## config.mk

```make
export PLATFORM = sky130hd
export DESIGN_NAME = accPipeline
export DESIGN_NICKNAME = d
export VERILOG_FILES = /design/src/cpuPkg.sv /design/src/fetchStage.sv /design/src/decodeStage.sv /design/src/executeStage.sv /design/src/memoryStage.sv /design/src/accPipeline.sv
export SDC_FILE = /design/constraint.sdc
export NUM_CORES = 1
export LEC_CHECK = 0
export BUFFER_PORTS_ARGS = -buffer_cell sky130_fd_sc_hd__clkbuf_2
export CELL_PAD_IN_SITES_DETAIL_PLACEMENT = 0
export CELL_PAD_IN_SITES_GLOBAL_PLACEMENT = 1
export CORE_MARGIN = 2
export CORE_UTILIZATION = 55
export DETAILED_ROUTE_END_ITERATION = 8
export PLACE_DENSITY_LB_ADDON = 0.1
export SETUP_SLACK_MARGIN = 0.3
export SLEW_MARGIN = 40
export SYNTH_ARGS = -nofsm -noshare
export SYNTH_HDL_FRONTEND = slang
export SYNTH_HIERARCHICAL = 1
export SYNTH_SLANG_ARGS = --single-unit
```

## constraint.sdc

```tcl
create_clock -name clk -period 3.64 [get_ports clk]
set_input_delay 0.728 -clock clk [delete_from_list [all_inputs] [get_ports clk]]
set_output_delay 0.728 -clock clk [all_outputs]
set_load 0.05 [all_outputs]
```

## src/cpuPkg.sv

```systemverilog
package cpuPkg;

	////////////////////////////////////////
	// Basic types
	////////////////////////////////////////

	// One data word. Accumulators, immediates and data RAM all share this width.
	typedef logic [7:0] dataT;

	// Operation codes for the fourteen instructions.
	typedef enum logic [3:0] {
		OpNop   = 4'h0,
		OpLdi   = 4'h1,
		OpAddi  = 4'h2,
		OpSubi  = 4'h3,
		OpAndi  = 4'h4,
		OpOri   = 4'h5,
		OpXori  = 4'h6,
		OpAdd   = 4'h7,
		OpSub   = 4'h8,
		OpLoad  = 4'h9,
		OpStore = 4'hA,
		OpBeqz  = 4'hB,
		OpJmp   = 4'hC,
		OpHalt  = 4'hD
	} opcodeT;

	// Selects one of the two accumulators.
	typedef enum logic {
		AccA = 1'b0,
		AccB = 1'b1
	} accSelT;

	////////////////////////////////////////
	// Instruction word
	////////////////////////////////////////

	// ALU view of the word. The low byte is an immediate operand.
	typedef struct packed {
		opcodeT     opcode;
		accSelT     acc;
		logic [2:0] reserved;
		dataT       imm;
	} immFormT;

	// Memory and branch view. The low byte is a data or instruction address.
	typedef struct packed {
		opcodeT     opcode;
		accSelT     acc;
		logic [2:0] reserved;
		dataT       addr;
	} addrFormT;

	// The same 16 bits, decoded one way or the other depending on the opcode.
	typedef union packed {
		immFormT  immForm;
		addrFormT addrForm;
	} instrT;

	// One word written into instruction memory before the program runs.
	typedef struct packed {
		instrT      instr;
		logic [7:0] addr;
	} loadReqT;

	////////////////////////////////////////
	// Pipeline register contents
	////////////////////////////////////////

	// IF/ID register.
	typedef struct packed {
		logic       valid;
		instrT      instr;
		logic [7:0] pc;
	} fetchOutT;

	// ID/EX register. The operands are already read from the accumulators.
	typedef struct packed {
		logic   valid;
		opcodeT opcode;
		accSelT dest;
		logic   writeAcc;
		dataT   opA;
		dataT   opB;
		dataT   immAddr;
		logic   useImm;
		logic   halt;
	} decodeOutT;

	// EX/MEM register.
	typedef struct packed {
		logic   valid;
		dataT   result;
		accSelT dest;
		logic   writeAcc;
		logic   store;
		logic   load;
		dataT   addr;
		dataT   storeData;
		logic   halt;
	} execOutT;

	// MEM/WB register, which is also what the commit port shows.
	typedef struct packed {
		logic   valid;
		logic   isStore;
		accSelT dest;
		logic   writeAcc;
		dataT   addr;
		dataT   value;
	} commitT;

endpackage

```

## src/fetchStage.sv

```systemverilog
`timescale 1ns/1ps

module fetchStage import cpuPkg::*; #(
	parameter int ImemDepth = 64
) (
	input  logic     clk,
	input  logic     rstN,
	input  logic     run,
	input  loadReqT  loadReq,
	input  logic     loadValid,
	input  logic     stall,
	input  logic     redirectValid,
	input  dataT     redirectPc,
	input  logic     haltSeen,
	output logic     loadReady,
	output fetchOutT fetchOut
);

	localparam int ImemAw = $clog2(ImemDepth);

	// Program storage, written only through the load port.
	instrT imem [ImemDepth];

	// Set by the first high level of run and held until reset.
	logic runSeen;
	dataT pc;

	logic [ImemAw-1:0] fetchIdx;
	logic [ImemAw-1:0] loadIdx;

	// Both addresses wrap at the memory depth.
	assign fetchIdx = ImemAw'(pc % ImemDepth);
	assign loadIdx = ImemAw'(loadReq.addr % ImemDepth);

	// Loading is only possible before the program has been started.
	assign loadReady = !runSeen;

	////////////////////////////////////////
	// Program load
	////////////////////////////////////////

	always_ff @(posedge clk) begin
		if (loadValid && loadReady) begin
			imem[loadIdx] <= loadReq.instr;
		end
	end

	////////////////////////////////////////
	// PC and IF/ID register
	////////////////////////////////////////

	always_ff @(posedge clk or negedge rstN) begin
		if (!rstN) begin
			runSeen <= 1'b0;
			pc <= '0;
			fetchOut <= '0;
		end else begin
			if (run) begin
				runSeen <= 1'b1;
			end
			// A taken branch in execute overrides everything else.
			// The word now in IF/ID is younger than the branch and is dropped.
			if (redirectValid) begin
				pc <= redirectPc;
				fetchOut.valid <= 1'b0;
			end else if (stall) begin
				// Decode is waiting on a writer, so PC and IF/ID keep their values.
				pc <= pc;
			end else if (runSeen && !haltSeen) begin
				fetchOut <= '{valid: 1'b1, instr: imem[fetchIdx], pc: pc};
				pc <= pc + 8'd1;
			end else begin
				// Not started yet, or a HALT has been decoded.
				fetchOut.valid <= 1'b0;
			end
		end
	end

endmodule

```

## src/decodeStage.sv

```systemverilog
`timescale 1ns/1ps

module decodeStage import cpuPkg::*; (
	input  logic      clk,
	input  logic      rstN,
	input  fetchOutT  fetchOut,
	input  logic      flush,
	input  execOutT   execOut,
	input  commitT    commit,
	output logic      stall,
	output logic      haltSeen,
	output decodeOutT decodeOut
);

	// The two architectural accumulators.
	dataT accA;
	dataT accB;

	opcodeT opcode;
	accSelT srcAcc;
	dataT lowByte;
	dataT ownAcc;
	logic readsBoth;
	logic readsOwn;
	logic isImmOp;
	logic writesAcc;
	logic needA;
	logic needB;
	logic aBusy;
	logic bBusy;
	logic isHalt;
	logic haltReg;
	decodeOutT nextOut;

	// True when one in-flight record will still write the given accumulator.
	function automatic logic pendingWrite(
		input logic   valid,
		input logic   writeAcc,
		input accSelT dest,
		input accSelT acc
	);
		return valid && writeAcc && (dest == acc);
	endfunction

	////////////////////////////////////////
	// Instruction decode
	////////////////////////////////////////

	// The opcode sits in the same place in both views of the word.
	assign opcode = fetchOut.instr.immForm.opcode;

	// The accumulator select and the low byte also share their place in both views.
	// Memory and branch ops treat the low byte as an address, ALU ops as an immediate.
	assign srcAcc = fetchOut.instr.immForm.acc;
	assign lowByte = fetchOut.instr.immForm.imm;

	// Which accumulators the instruction reads.
	assign readsBoth = opcode inside {OpAdd, OpSub};
	assign readsOwn = opcode inside {OpAddi, OpSubi, OpAndi, OpOri, OpXori, OpBeqz, OpStore};
	assign isImmOp = opcode inside {OpLdi, OpAddi, OpSubi, OpAndi, OpOri, OpXori};
	assign writesAcc = isImmOp || readsBoth || (opcode == OpLoad);

	assign needA = readsBoth || (readsOwn && (srcAcc == AccA));
	assign needB = readsBoth || (readsOwn && (srcAcc == AccB));

	////////////////////////////////////////
	// Interlock
	////////////////////////////////////////

	// Without forwarding, any writer in ID/EX, EX/MEM or MEM/WB blocks the read.
	// The accumulator is only updated as the writer leaves MEM/WB.
	always_comb begin
		aBusy = pendingWrite(decodeOut.valid, decodeOut.writeAcc, decodeOut.dest, AccA)
			|| pendingWrite(execOut.valid, execOut.writeAcc, execOut.dest, AccA)
			|| pendingWrite(commit.valid, commit.writeAcc, commit.dest, AccA);
		bBusy = pendingWrite(decodeOut.valid, decodeOut.writeAcc, decodeOut.dest, AccB)
			|| pendingWrite(execOut.valid, execOut.writeAcc, execOut.dest, AccB)
			|| pendingWrite(commit.valid, commit.writeAcc, commit.dest, AccB);
	end

	assign stall = fetchOut.valid && ((needA && aBusy) || (needB && bBusy));

	// Fetch must stop as soon as a HALT is seen in IF/ID, and stay stopped after it issues.
	assign isHalt = fetchOut.valid && (opcode == OpHalt);
	assign haltSeen = haltReg || isHalt;

	////////////////////////////////////////
	// Operand read
	////////////////////////////////////////

	assign ownAcc = (srcAcc == AccA) ? accA : accB;

	always_comb begin
		nextOut.valid = fetchOut.valid;
		nextOut.opcode = opcode;
		nextOut.dest = srcAcc;
		nextOut.writeAcc = writesAcc;
		// ADD and SUB always compute A op B; everything else uses its own accumulator.
		nextOut.opA = readsBoth ? accA : ownAcc;
		nextOut.opB = accB;
		nextOut.immAddr = lowByte;
		nextOut.useImm = isImmOp;
		nextOut.halt = (opcode == OpHalt);
	end

	always_ff @(posedge clk or negedge rstN) begin
		if (!rstN) begin
			accA <= '0;
			accB <= '0;
			haltReg <= 1'b0;
			decodeOut <= '0;
		end else begin
			// Write-back from the commit record.
			if (commit.valid && commit.writeAcc) begin
				if (commit.dest == AccA) begin
					accA <= commit.value;
				end else begin
					accB <= commit.value;
				end
			end
			// A stall or a flush sends a bubble into ID/EX.
			if (flush || stall) begin
				decodeOut <= '0;
			end else begin
				decodeOut <= nextOut;
			end
			// HALT counts only once it has really issued.
			if (isHalt && !stall && !flush) begin
				haltReg <= 1'b1;
			end
		end
	end

endmodule

```

## src/executeStage.sv

```systemverilog
`timescale 1ns/1ps

module executeStage import cpuPkg::*; (
	input  logic      clk,
	input  logic      rstN,
	input  decodeOutT decodeOut,
	output logic      redirectValid,
	output dataT      redirectPc,
	output logic      flush,
	output execOutT   execOut
);

	dataT operandB;
	dataT aluResult;
	logic taken;
	logic isStore;
	logic isLoad;

	////////////////////////////////////////
	// ALU
	////////////////////////////////////////

	// Immediate forms replace the second accumulator with the low byte.
	assign operandB = decodeOut.useImm ? decodeOut.immAddr : decodeOut.opB;

	// All arithmetic wraps at 8 bits.
	always_comb begin
		case (decodeOut.opcode)
			OpLdi: aluResult = operandB;
			OpAddi, OpAdd: aluResult = decodeOut.opA + operandB;
			OpSubi, OpSub: aluResult = decodeOut.opA - operandB;
			OpAndi: aluResult = decodeOut.opA & operandB;
			OpOri: aluResult = decodeOut.opA | operandB;
			OpXori: aluResult = decodeOut.opA ^ operandB;
			default: aluResult = '0;
		endcase
	end

	////////////////////////////////////////
	// Branch resolution
	////////////////////////////////////////

	// BEQZ tests the accumulator it names, which decode placed in opA.
	assign taken = decodeOut.valid
		&& ((decodeOut.opcode == OpJmp)
		|| ((decodeOut.opcode == OpBeqz) && (decodeOut.opA == '0)));

	// The redirect takes effect on the same edge that moves the branch into EX/MEM.
	// At that edge IF/ID and ID/EX both get cleared, which drops the two younger ones.
	assign redirectValid = taken;
	assign redirectPc = decodeOut.immAddr;
	assign flush = taken;

	assign isStore = (decodeOut.opcode == OpStore);
	assign isLoad = (decodeOut.opcode == OpLoad);

	////////////////////////////////////////
	// EX/MEM register
	////////////////////////////////////////

	always_ff @(posedge clk or negedge rstN) begin
		if (!rstN) begin
			execOut <= '0;
		end else begin
			execOut.valid <= decodeOut.valid;
			execOut.result <= aluResult;
			execOut.dest <= decodeOut.dest;
			execOut.writeAcc <= decodeOut.writeAcc;
			execOut.store <= isStore;
			execOut.load <= isLoad;
			execOut.addr <= decodeOut.immAddr;
			// STORE writes the value of its own accumulator.
			execOut.storeData <= decodeOut.opA;
			execOut.halt <= decodeOut.halt;
		end
	end

endmodule

```

## src/memoryStage.sv

```systemverilog
`timescale 1ns/1ps

module memoryStage import cpuPkg::*; #(
	parameter int DmemDepth = 16
) (
	input  logic    clk,
	input  logic    rstN,
	input  execOutT execOut,
	output commitT  commit,
	output logic    halted
);

	localparam int DmemAw = $clog2(DmemDepth);

	dataT dmem [DmemDepth];

	logic [DmemAw-1:0] memIdx;
	dataT loadData;
	dataT wbValue;
	logic doCommit;

	// Addresses beyond the depth alias back into the RAM.
	assign memIdx = DmemAw'(execOut.addr % DmemDepth);

	// Asynchronous read, so a LOAD right after a STORE sees the new value.
	assign loadData = dmem[memIdx];

	////////////////////////////////////////
	// Data RAM
	////////////////////////////////////////

	// The RAM starts from zero on every reset so each program sees the same state.
	always_ff @(posedge clk or negedge rstN) begin
		if (!rstN) begin
			for (int i = 0; i < DmemDepth; i++) begin
				dmem[i] <= '0;
			end
		end else if (execOut.valid && execOut.store) begin
			dmem[memIdx] <= execOut.storeData;
		end
	end

	////////////////////////////////////////
	// MEM/WB commit record
	////////////////////////////////////////

	// Only accumulator and memory writers retire visibly.
	assign doCommit = execOut.valid && (execOut.writeAcc || execOut.store);

	always_comb begin
		if (execOut.load) begin
			wbValue = loadData;
		end else if (execOut.store) begin
			wbValue = execOut.storeData;
		end else begin
			wbValue = execOut.result;
		end
	end

	always_ff @(posedge clk or negedge rstN) begin
		if (!rstN) begin
			commit <= '0;
			halted <= 1'b0;
		end else begin
			commit <= '{valid: doCommit, isStore: execOut.store, dest: execOut.dest,
				writeAcc: execOut.writeAcc, addr: execOut.addr, value: wbValue};
			// Sticky; HALT itself leaves commit valid low.
			if (execOut.valid && execOut.halt) begin
				halted <= 1'b1;
			end
		end
	end

endmodule

```

## src/accPipeline.sv

```systemverilog
`timescale 1ns/1ps

module accPipeline import cpuPkg::*; #(
	parameter int ImemDepth = 64,
	parameter int DmemDepth = 16
) (
	input  logic    clk,
	input  logic    rstN,
	input  loadReqT loadReq,
	input  logic    loadValid,
	output logic    loadReady,
	input  logic    run,
	output commitT  commit,
	output logic    halted
);

	////////////////////////////////////////
	// Stage-to-stage signals
	////////////////////////////////////////

	fetchOutT fetchOut;
	decodeOutT decodeOut;
	execOutT execOut;

	// Feedback from decode and execute towards fetch.
	logic stall;
	logic haltSeen;
	logic redirectValid;
	dataT redirectPc;
	logic flush;

	// Fetch with its IF/ID register.
	fetchStage #(
		.ImemDepth(ImemDepth)
	) fetchInst (
		.clk(clk),
		.rstN(rstN),
		.run(run),
		.loadReq(loadReq),
		.loadValid(loadValid),
		.stall(stall),
		.redirectValid(redirectValid),
		.redirectPc(redirectPc),
		.haltSeen(haltSeen),
		.loadReady(loadReady),
		.fetchOut(fetchOut)
	);

	// Decode reads the commit record both for write-back and for the interlock.
	decodeStage decodeInst (
		.clk(clk),
		.rstN(rstN),
		.fetchOut(fetchOut),
		.flush(flush),
		.execOut(execOut),
		.commit(commit),
		.stall(stall),
		.haltSeen(haltSeen),
		.decodeOut(decodeOut)
	);

	executeStage executeInst (
		.clk(clk),
		.rstN(rstN),
		.decodeOut(decodeOut),
		.redirectValid(redirectValid),
		.redirectPc(redirectPc),
		.flush(flush),
		.execOut(execOut)
	);

	memoryStage #(
		.DmemDepth(DmemDepth)
	) memoryInst (
		.clk(clk),
		.rstN(rstN),
		.execOut(execOut),
		.commit(commit),
		.halted(halted)
	);

endmodule

```

==> results of run 1 <==
[path summary, 6_finish.rpt]
check                                                  start                                  to  slack [ps]  depth (start not counted)
max reg2reg                      fetchInst/pc[0]$_DFFE_PN0P_  fetchInst/fetchOut[22]$_DFFE_PN0P_         590                          7
min reg2reg                executeInst/execOut[14]$_DFF_PN0_     memoryInst/commit[13]$_DFF_PN0_         350                          0
max                              fetchInst/pc[0]$_DFFE_PN0P_  fetchInst/fetchOut[22]$_DFFE_PN0P_         590                          7
min in group clk                                         run       fetchInst/runSeen$_DFFE_PN0P_         320                          2
max in group asynchronous                               rstN     memoryInst/dmem[34]$_DFFE_PN0P_        2650                          2
min                                                     rstN   executeInst/execOut[23]$_DFF_PN0_          70                          1
[per-stage QoR]
| stage | cell area [um^2] | power (mW) | instances | hold slack (ps) |
|---|---|---|---|---|
| after global routing | 50100 | 39.2 | 3654 | 102 |
| final | 50100 | 37.7 | 3654 | 74.2 |
| after floorplan | 44400 | 22.9 | 2317 | 331 |
| after detailed placement | 46500 | 26.8 | 3448 | 336 |
| after CTS | 50100 | 38.0 | 3653 | 68.5 |
| after global placement | 46500 | 26.6 | 3448 | 332 |
[power by group through the flow]
| stage | sequential (mW) | combinational [mW] | clock, mW |
|---|---|---|---|
| after floorplan | 14.9 | 7.96 | 0 |
| after global placement | 15.5 | 11.1 | 0 |
| after detailed placement | 15.5 | 11.2 | 0 |
| after CTS | 15.3 | 11.3 | 11.4 |
| after global routing | 15.3 | 12.0 | 11.9 |
| final | 15.2 | 11.3 | 11.2 |
[cells in the final DEF (no fill, tap or decap), drive strengths merged, types with 9 or more instances in the layout]
master	count
a211oi	19
a21oi	26
a221oi	15
a22oi	28
and2	26
buf	178
bufinv	10
clkbuf	179
clkinv	50
dfrtp	250
edfxtp	832
ha	25
inv	30
mux2	151
mux2i	99
mux4	227
nand2	58
nand2b	12
nand3	25
nand3b	9
nor2	128
nor2b	27
nor3	12
o211ai	9
o21ai	20
o221ai	9
o22ai	21
xnor2	12
[area by class of cell]
type                       instances  area (um^2)  share of cell area
clock buffer                     137         2960              0.0589
multi-input combinational       1062        12200               0.243
tap                             1060         1330              0.0264
clock inverter                    68          649              0.0130
timing repair buffer             220         1690              0.0338
inverter                          25         93.8             0.00187
sequential                      1082        31300               0.623
[state kept, by name (all words and copies together) (netlist names)]
register / flops
fetchInst/imem: 832
memoryInst/dmem: 128
decodeInst/decodeOut: 33
executeInst/execOut: 30
memoryInst/commit: 20
fetchInst/fetchOut: 14
decodeInst/accA: 8
decodeInst/accB: 8
fetchInst/pc: 6
decodeInst/haltReg: 1
fetchInst/runSeen: 1
memoryInst/halted: 1
[routing by layer]
layer  vias up  GRT usage  routed length, um
li1       9643          -                  -
met1     12100      0.365              43600
met2       730      0.449              55100
met3       198     0.0348               5850
met4         2     0.0920               3780
met5         -          0                 10
[worst max-delay path: cells and delay by family (launching register included)]
family,cells,cell delay [ps]
AO/OA/AOI/OAI,4,1330
buffers and inverters,2,700
flip-flops,1,690
AND/OR/NAND/NOR,1,150
[timing repair]
action,CTS,global route
gates resized for setup,0,3
setup endpoints to repair,0,5
hold endpoints to repair,0,0
setup buffers,0,0
==> impl_metrics.env, run 1 <==
export IMPL_clock_path_buffers=3
export IMPL_fillers=5631
export IMPL_viasPerCell=6.21
export IMPL_swShare=0.327
export IMPL_hp_class="in2async"
export IMPL_antenna_found_initial=3
export IMPL_max_stage_delay_ps=690
export IMPL_period_needed_ps=3050
export IMPL_grt_pass1_vias=23600
export IMPL_outcome="complete, no violations"
export IMPL_h_tree_depth=3
export IMPL_ctsRootBufferMaster="clkbuf_16"
export IMPL_p_per_area_mw_per_mm2=752
export IMPL_hold_buffers=0
export IMPL_clk_pin_slew_ps=60
export IMPL_wl_per_cell_um=29.6
export IMPL_finalNetCount=2555
export IMPL_slew_headroom=0.405
export IMPL_tns_ps=0
export IMPL_die_width_um=288
export IMPL_synth_area_per_cell_um2=19.2
export IMPL_drt_pass1_iterations=6
export IMPL_worstPathMaxFanout=48
export IMPL_drt_iter0_markers=2211
export IMPL_dieHeight_um=288
export IMPL_ios=50
export IMPL_coreArea_mm2=0.0803
export IMPL_die_area_mm2=0.0830
export IMPL_power_internal_mw=25.4
export IMPL_p_seq_frac=0.403
export IMPL_syn2layout_area_growth_pct=12.9
export IMPL_numCtsBuffers=110
export IMPL_cts_sinks=1082
export IMPL_p_comb_frac=0.300
export IMPL_portBuffers=44
export IMPL_hold_viol=0
export IMPL_grt_ovfl_total=0
export IMPL_final_antenna_net_count=0
export IMPL_timing_fmax_mhz=328
export IMPL_path_class="reg2reg"
export IMPL_worst_pin_slew_ps=889
export IMPL_gp_congestion=0.849
export IMPL_ir_drop_uv=488
export IMPL_slowest_stage="dfrtp_4"
export IMPL_clk_latency_ps=670
export IMPL_worstPathRequired_ps=4250
export IMPL_path_cells="buf_12 > buf_4 > nand3_1 > o221ai_1 > a21oi_1 > a211oi_1 > o32a_1"
export IMPL_syn_nets=2371
export IMPL_end_kind="flop"
export IMPL_drive_gt1_frac=0.296
export IMPL_finClkSkew_ps=24.0
export IMPL_num_vias=22700
export IMPL_setup_violations=0
export IMPL_postLayoutCoreUtil=0.625
export IMPL_hpwl_um=69400
export IMPL_cp_start_kind="flop"
export IMPL_grt_pass1_wl_um=160000
export IMPL_clockPowerShare=0.297
export IMPL_drv_cap=0
export IMPL_grt_use_total=0.267
export IMPL_place_ws_ps=470
export IMPL_setup_ws_ps=593
export IMPL_start_util=0.553
export IMPL_antenna_cells=0
export IMPL_cts_tree="built"
export IMPL_worst_ep_arrival_time_ps=3650
export IMPL_rows=104
export IMPL_drc_errors=0
export IMPL_finalMaxSlewViolations=0
export IMPL_routed_wl_um=108000
export IMPL_grt_max_degree=90
export IMPL_synth_cells=2317
export IMPL_rsz0062_at_grt="no"
export IMPL_fin_crit_sh=0.837
export IMPL_yosysWarnings=6
export IMPL_syn_area_mm2=0.0444
export IMPL_leakage_nw=18.3
export IMPL_power_switching_mw=12.3
Note: power is estimated with default switching activity, not from simulation.
==> inputs of run 2 (changes only) <==
ABC_AREA = 1   (was unset)
CORE_UTILIZATION = 46   (was 55)
clock period = 2.4 ns   (was 3.64 ns; I/O delays follow)
==> run 2 against run 1 <==
Flip-flop and latch count did not move. Clock-buffer cell count rose by 10. Worst hold slack improved by 180 ps. Wire length rose by 23%. Design area rose by 17%. Worst setup slack got worse by 560 ps. Largest cell class unchanged.
==> impl_metrics.env, run 2 <==
export IMPL_outcome="complete, no violations"
export IMPL_p_per_area_mw_per_mm2=1180
export IMPL_cp_start_kind="flop"
export IMPL_coreArea_mm2=0.102
export IMPL_hpwl_um=80100
export IMPL_grt_use_total=0.244
export IMPL_postLayoutCoreUtil=0.574
export IMPL_antenna_found_initial=9
export IMPL_tns_ps=0
export IMPL_routed_wl_um=134000
export IMPL_grt_pass1_wl_um=195000
export IMPL_clk_latency_ps=710
export IMPL_path_cells="buf_6 > nand2_4 > nand2_4 > ha_4 > inv_2 > nor2_4 > a21oi_1 > xor2_1 > ha_1 > a21oi_1 > o21ai_0 > a21oi_1 > nand3_1 > nand3_1 > nand2_1"
export IMPL_top_register="fetchInst/imem"
export IMPL_holdWs_ps=252
export IMPL_p_comb_frac=0.419
export IMPL_cp_endpoint="executeInst/execOut[28]$_DFF_PN0_"
export IMPL_clockPowerShare=0.260
export IMPL_fin_cells=6575
export IMPL_p_seq_frac=0.321
export IMPL_fin_crit_sh=0.985
export IMPL_stdcell_area_mm2=0.0585
export IMPL_reg2reg_to="executeInst/execOut[28]$_DFF_PN0_"
export IMPL_viasPerCell=5.05
export IMPL_power_internal_mw=42.9
export IMPL_hp_class="in2reg"
export IMPL_place_ws_ps=-14.1
export IMPL_finalNetCount=5164
export IMPL_grt_ovfl_total=0
export IMPL_grt_max_degree=81
export IMPL_setup_violations=0
export IMPL_drv_cap=0
export IMPL_place_inst=6261
export IMPL_syn_area_mm2=0.0473
export IMPL_ir_drop_uv=817
export IMPL_layout_common_cells="nand2_1 (1567), edfxtp_1 (832), inv_1 (455)"
export IMPL_ctsRootBufferMaster="clkbuf_16"
export IMPL_swShare=0.378
export IMPL_cts_sinks=1082
export IMPL_r2r_slack_ps=40
export IMPL_h_tree_depth=3
export IMPL_dieHeight_um=325
export IMPL_num_vias=33200
export IMPL_start_util=0.464
export IMPL_syn_nets=4886
export IMPL_finClkSkew_ps=34.1
export IMPL_die_area_mm2=0.105
export IMPL_yosysWarnings=6
export IMPL_synth_cells=4832
export IMPL_numCtsBuffers=116
export IMPL_leakage_nw=24.6
export IMPL_end_kind="flop"
export IMPL_finalMaxSlewViolations=0
export IMPL_rsz0062_at_grt="yes"
export IMPL_setup_ws_ps=36.3
export IMPL_reg_top3="fetchInst/imem: 832 flops, memoryInst/dmem: 128 flops, decodeInst/decodeOut: 33 flops"
export IMPL_cpMostUsedCell="a21oi_1"
export IMPL_worstPathRequired_ps=2960
export IMPL_worst_ep_arrival_time_ps=2920
export IMPL_portBuffers=44
export IMPL_worst_pin_slew_ps=792
export IMPL_die_width_um=325
export IMPL_power_switching_mw=26.0
export IMPL_post_dp_cell_area_mm2=0.0516
export IMPL_grt_pass1_vias=31200
export IMPL_clock_path_buffers=3
export IMPL_drc_errors=0
export IMPL_gp_congestion=0.853
export IMPL_final_antenna_net_count=0
export IMPL_synth_area_per_cell_um2=9.79
export IMPL_rows=117
export IMPL_cts_tree="built"
export IMPL_rr_worst_depth=15
export IMPL_drive_gt1_frac=0.199
export IMPL_syn2layout_area_growth_pct=23.6
export IMPL_slew_headroom=0.472
export IMPL_largest_reg_flops=832
export IMPL_hold_viol=0
export IMPL_final_common_cell="nand2_1"
export IMPL_reg2reg_from="decodeInst/decodeOut[1]$_DFF_PN0_"
export IMPL_slowest_stage="dfrtp_2"
export IMPL_timing_fmax_mhz=423
export IMPL_path_class="reg2reg"
export IMPL_worstPathMaxFanout=5
export IMPL_clk_pin_slew_ps=60
export IMPL_drt_pass1_iterations=6
export IMPL_period_needed_ps=2360
export IMPL_ios=50
export IMPL_report_power_total_mw=68.9
export IMPL_wl_per_cell_um=20.3
export IMPL_max_stage_delay_ps=440
export IMPL_drt_iter0_markers=2815
export IMPL_fillers=8832
export IMPL_crit_start="decodeInst/decodeOut[1]$_DFF_PN0_"
run 2: power groups by stage:
stage	clock network, mW	logic [mW]	registers [mW]
after floorplan	0	13.6	22.7
after global placement	0	22.9	22.4
after detailed placement	0	22.9	22.5
after CTS	18.3	23.5	22.1
after global routing	19.0	31.3	22.2
final	17.9	28.9	22.1
run 2: what timing repair did:
| action | in CTS | in global routing |
|---|---|---|
| hold buffers | 2 | 0 |
| pin swaps | 7 | 145 |
| hold endpoints to repair | 53 | 0 |
| setup buffers | 7 | 59 |
| setup endpoints to repair | 72 | 87 |
| cloned | 1 | 30 |
| resized for setup | 35 | 436 |
run 2: worst min-delay path by stage:
| stage | endpoint | from | depth (start not counted) |
|---|---|---|---|
| after global placement | executeInst/execOut[0]$_DFF_PN0_ | decodeInst/decodeOut[0]$_DFF_PN0_ | 0 |
| final | fetchInst/imem[12][2]$_DFFE_PP_ | loadReq[10] | 2 |
| after global routing | fetchInst/imem[7][13]$_DFFE_PP_ | loadReq[21] | 2 |
| after CTS | fetchInst/imem[6][13]$_DFFE_PP_ | loadReq[21] | 2 |
| after floorplan | decodeInst/accA[0]$_DFFE_PN0P_ | rstN | 0 |
| after detailed placement | memoryInst/commit[12]$_DFF_PN0_ | executeInst/execOut[13]$_DFF_PN0_ | 0 |
run 2: cell type report:
cell class                 count  area [um^2]  area share
sequential                  1082        31300       0.535
timing repair buffer         439         5600      0.0957
clock inverter                67          683      0.0117
tap                         1368         1710      0.0293
antenna                        1         2.50   0.0000428
multi-input combinational   2989        14200       0.243
inverter                     481         1850      0.0316
clock buffer                 147         3130      0.0536
timing repair inverter         1         11.3    0.000193
run 2: routing by layer:
layer / part of all wire / vias to the layer above / routed length [um] / track usage
met5: 0.00034 / - / 46 / 0
met4: 0.025 / 8 / 3300 / 0.0645
met3: 0.055 / 200 / 7360 / 0.0321
met2: 0.48 / 823 / 64000 / 0.403
met1: 0.44 / 16000 / 58800 / 0.341
li1: - / 16200 / - / -
run 2: worst max-delay path: cells and delay by family, from the launching register on:
family,cells,cell delay (ps)
AO/OA/AOI/OAI,4,570
flip-flops,1,440
adder cells (fa/ha/maj),2,440
AND/OR/NAND/NOR,6,400
buffers and inverters,2,200
XOR/XNOR,1,180
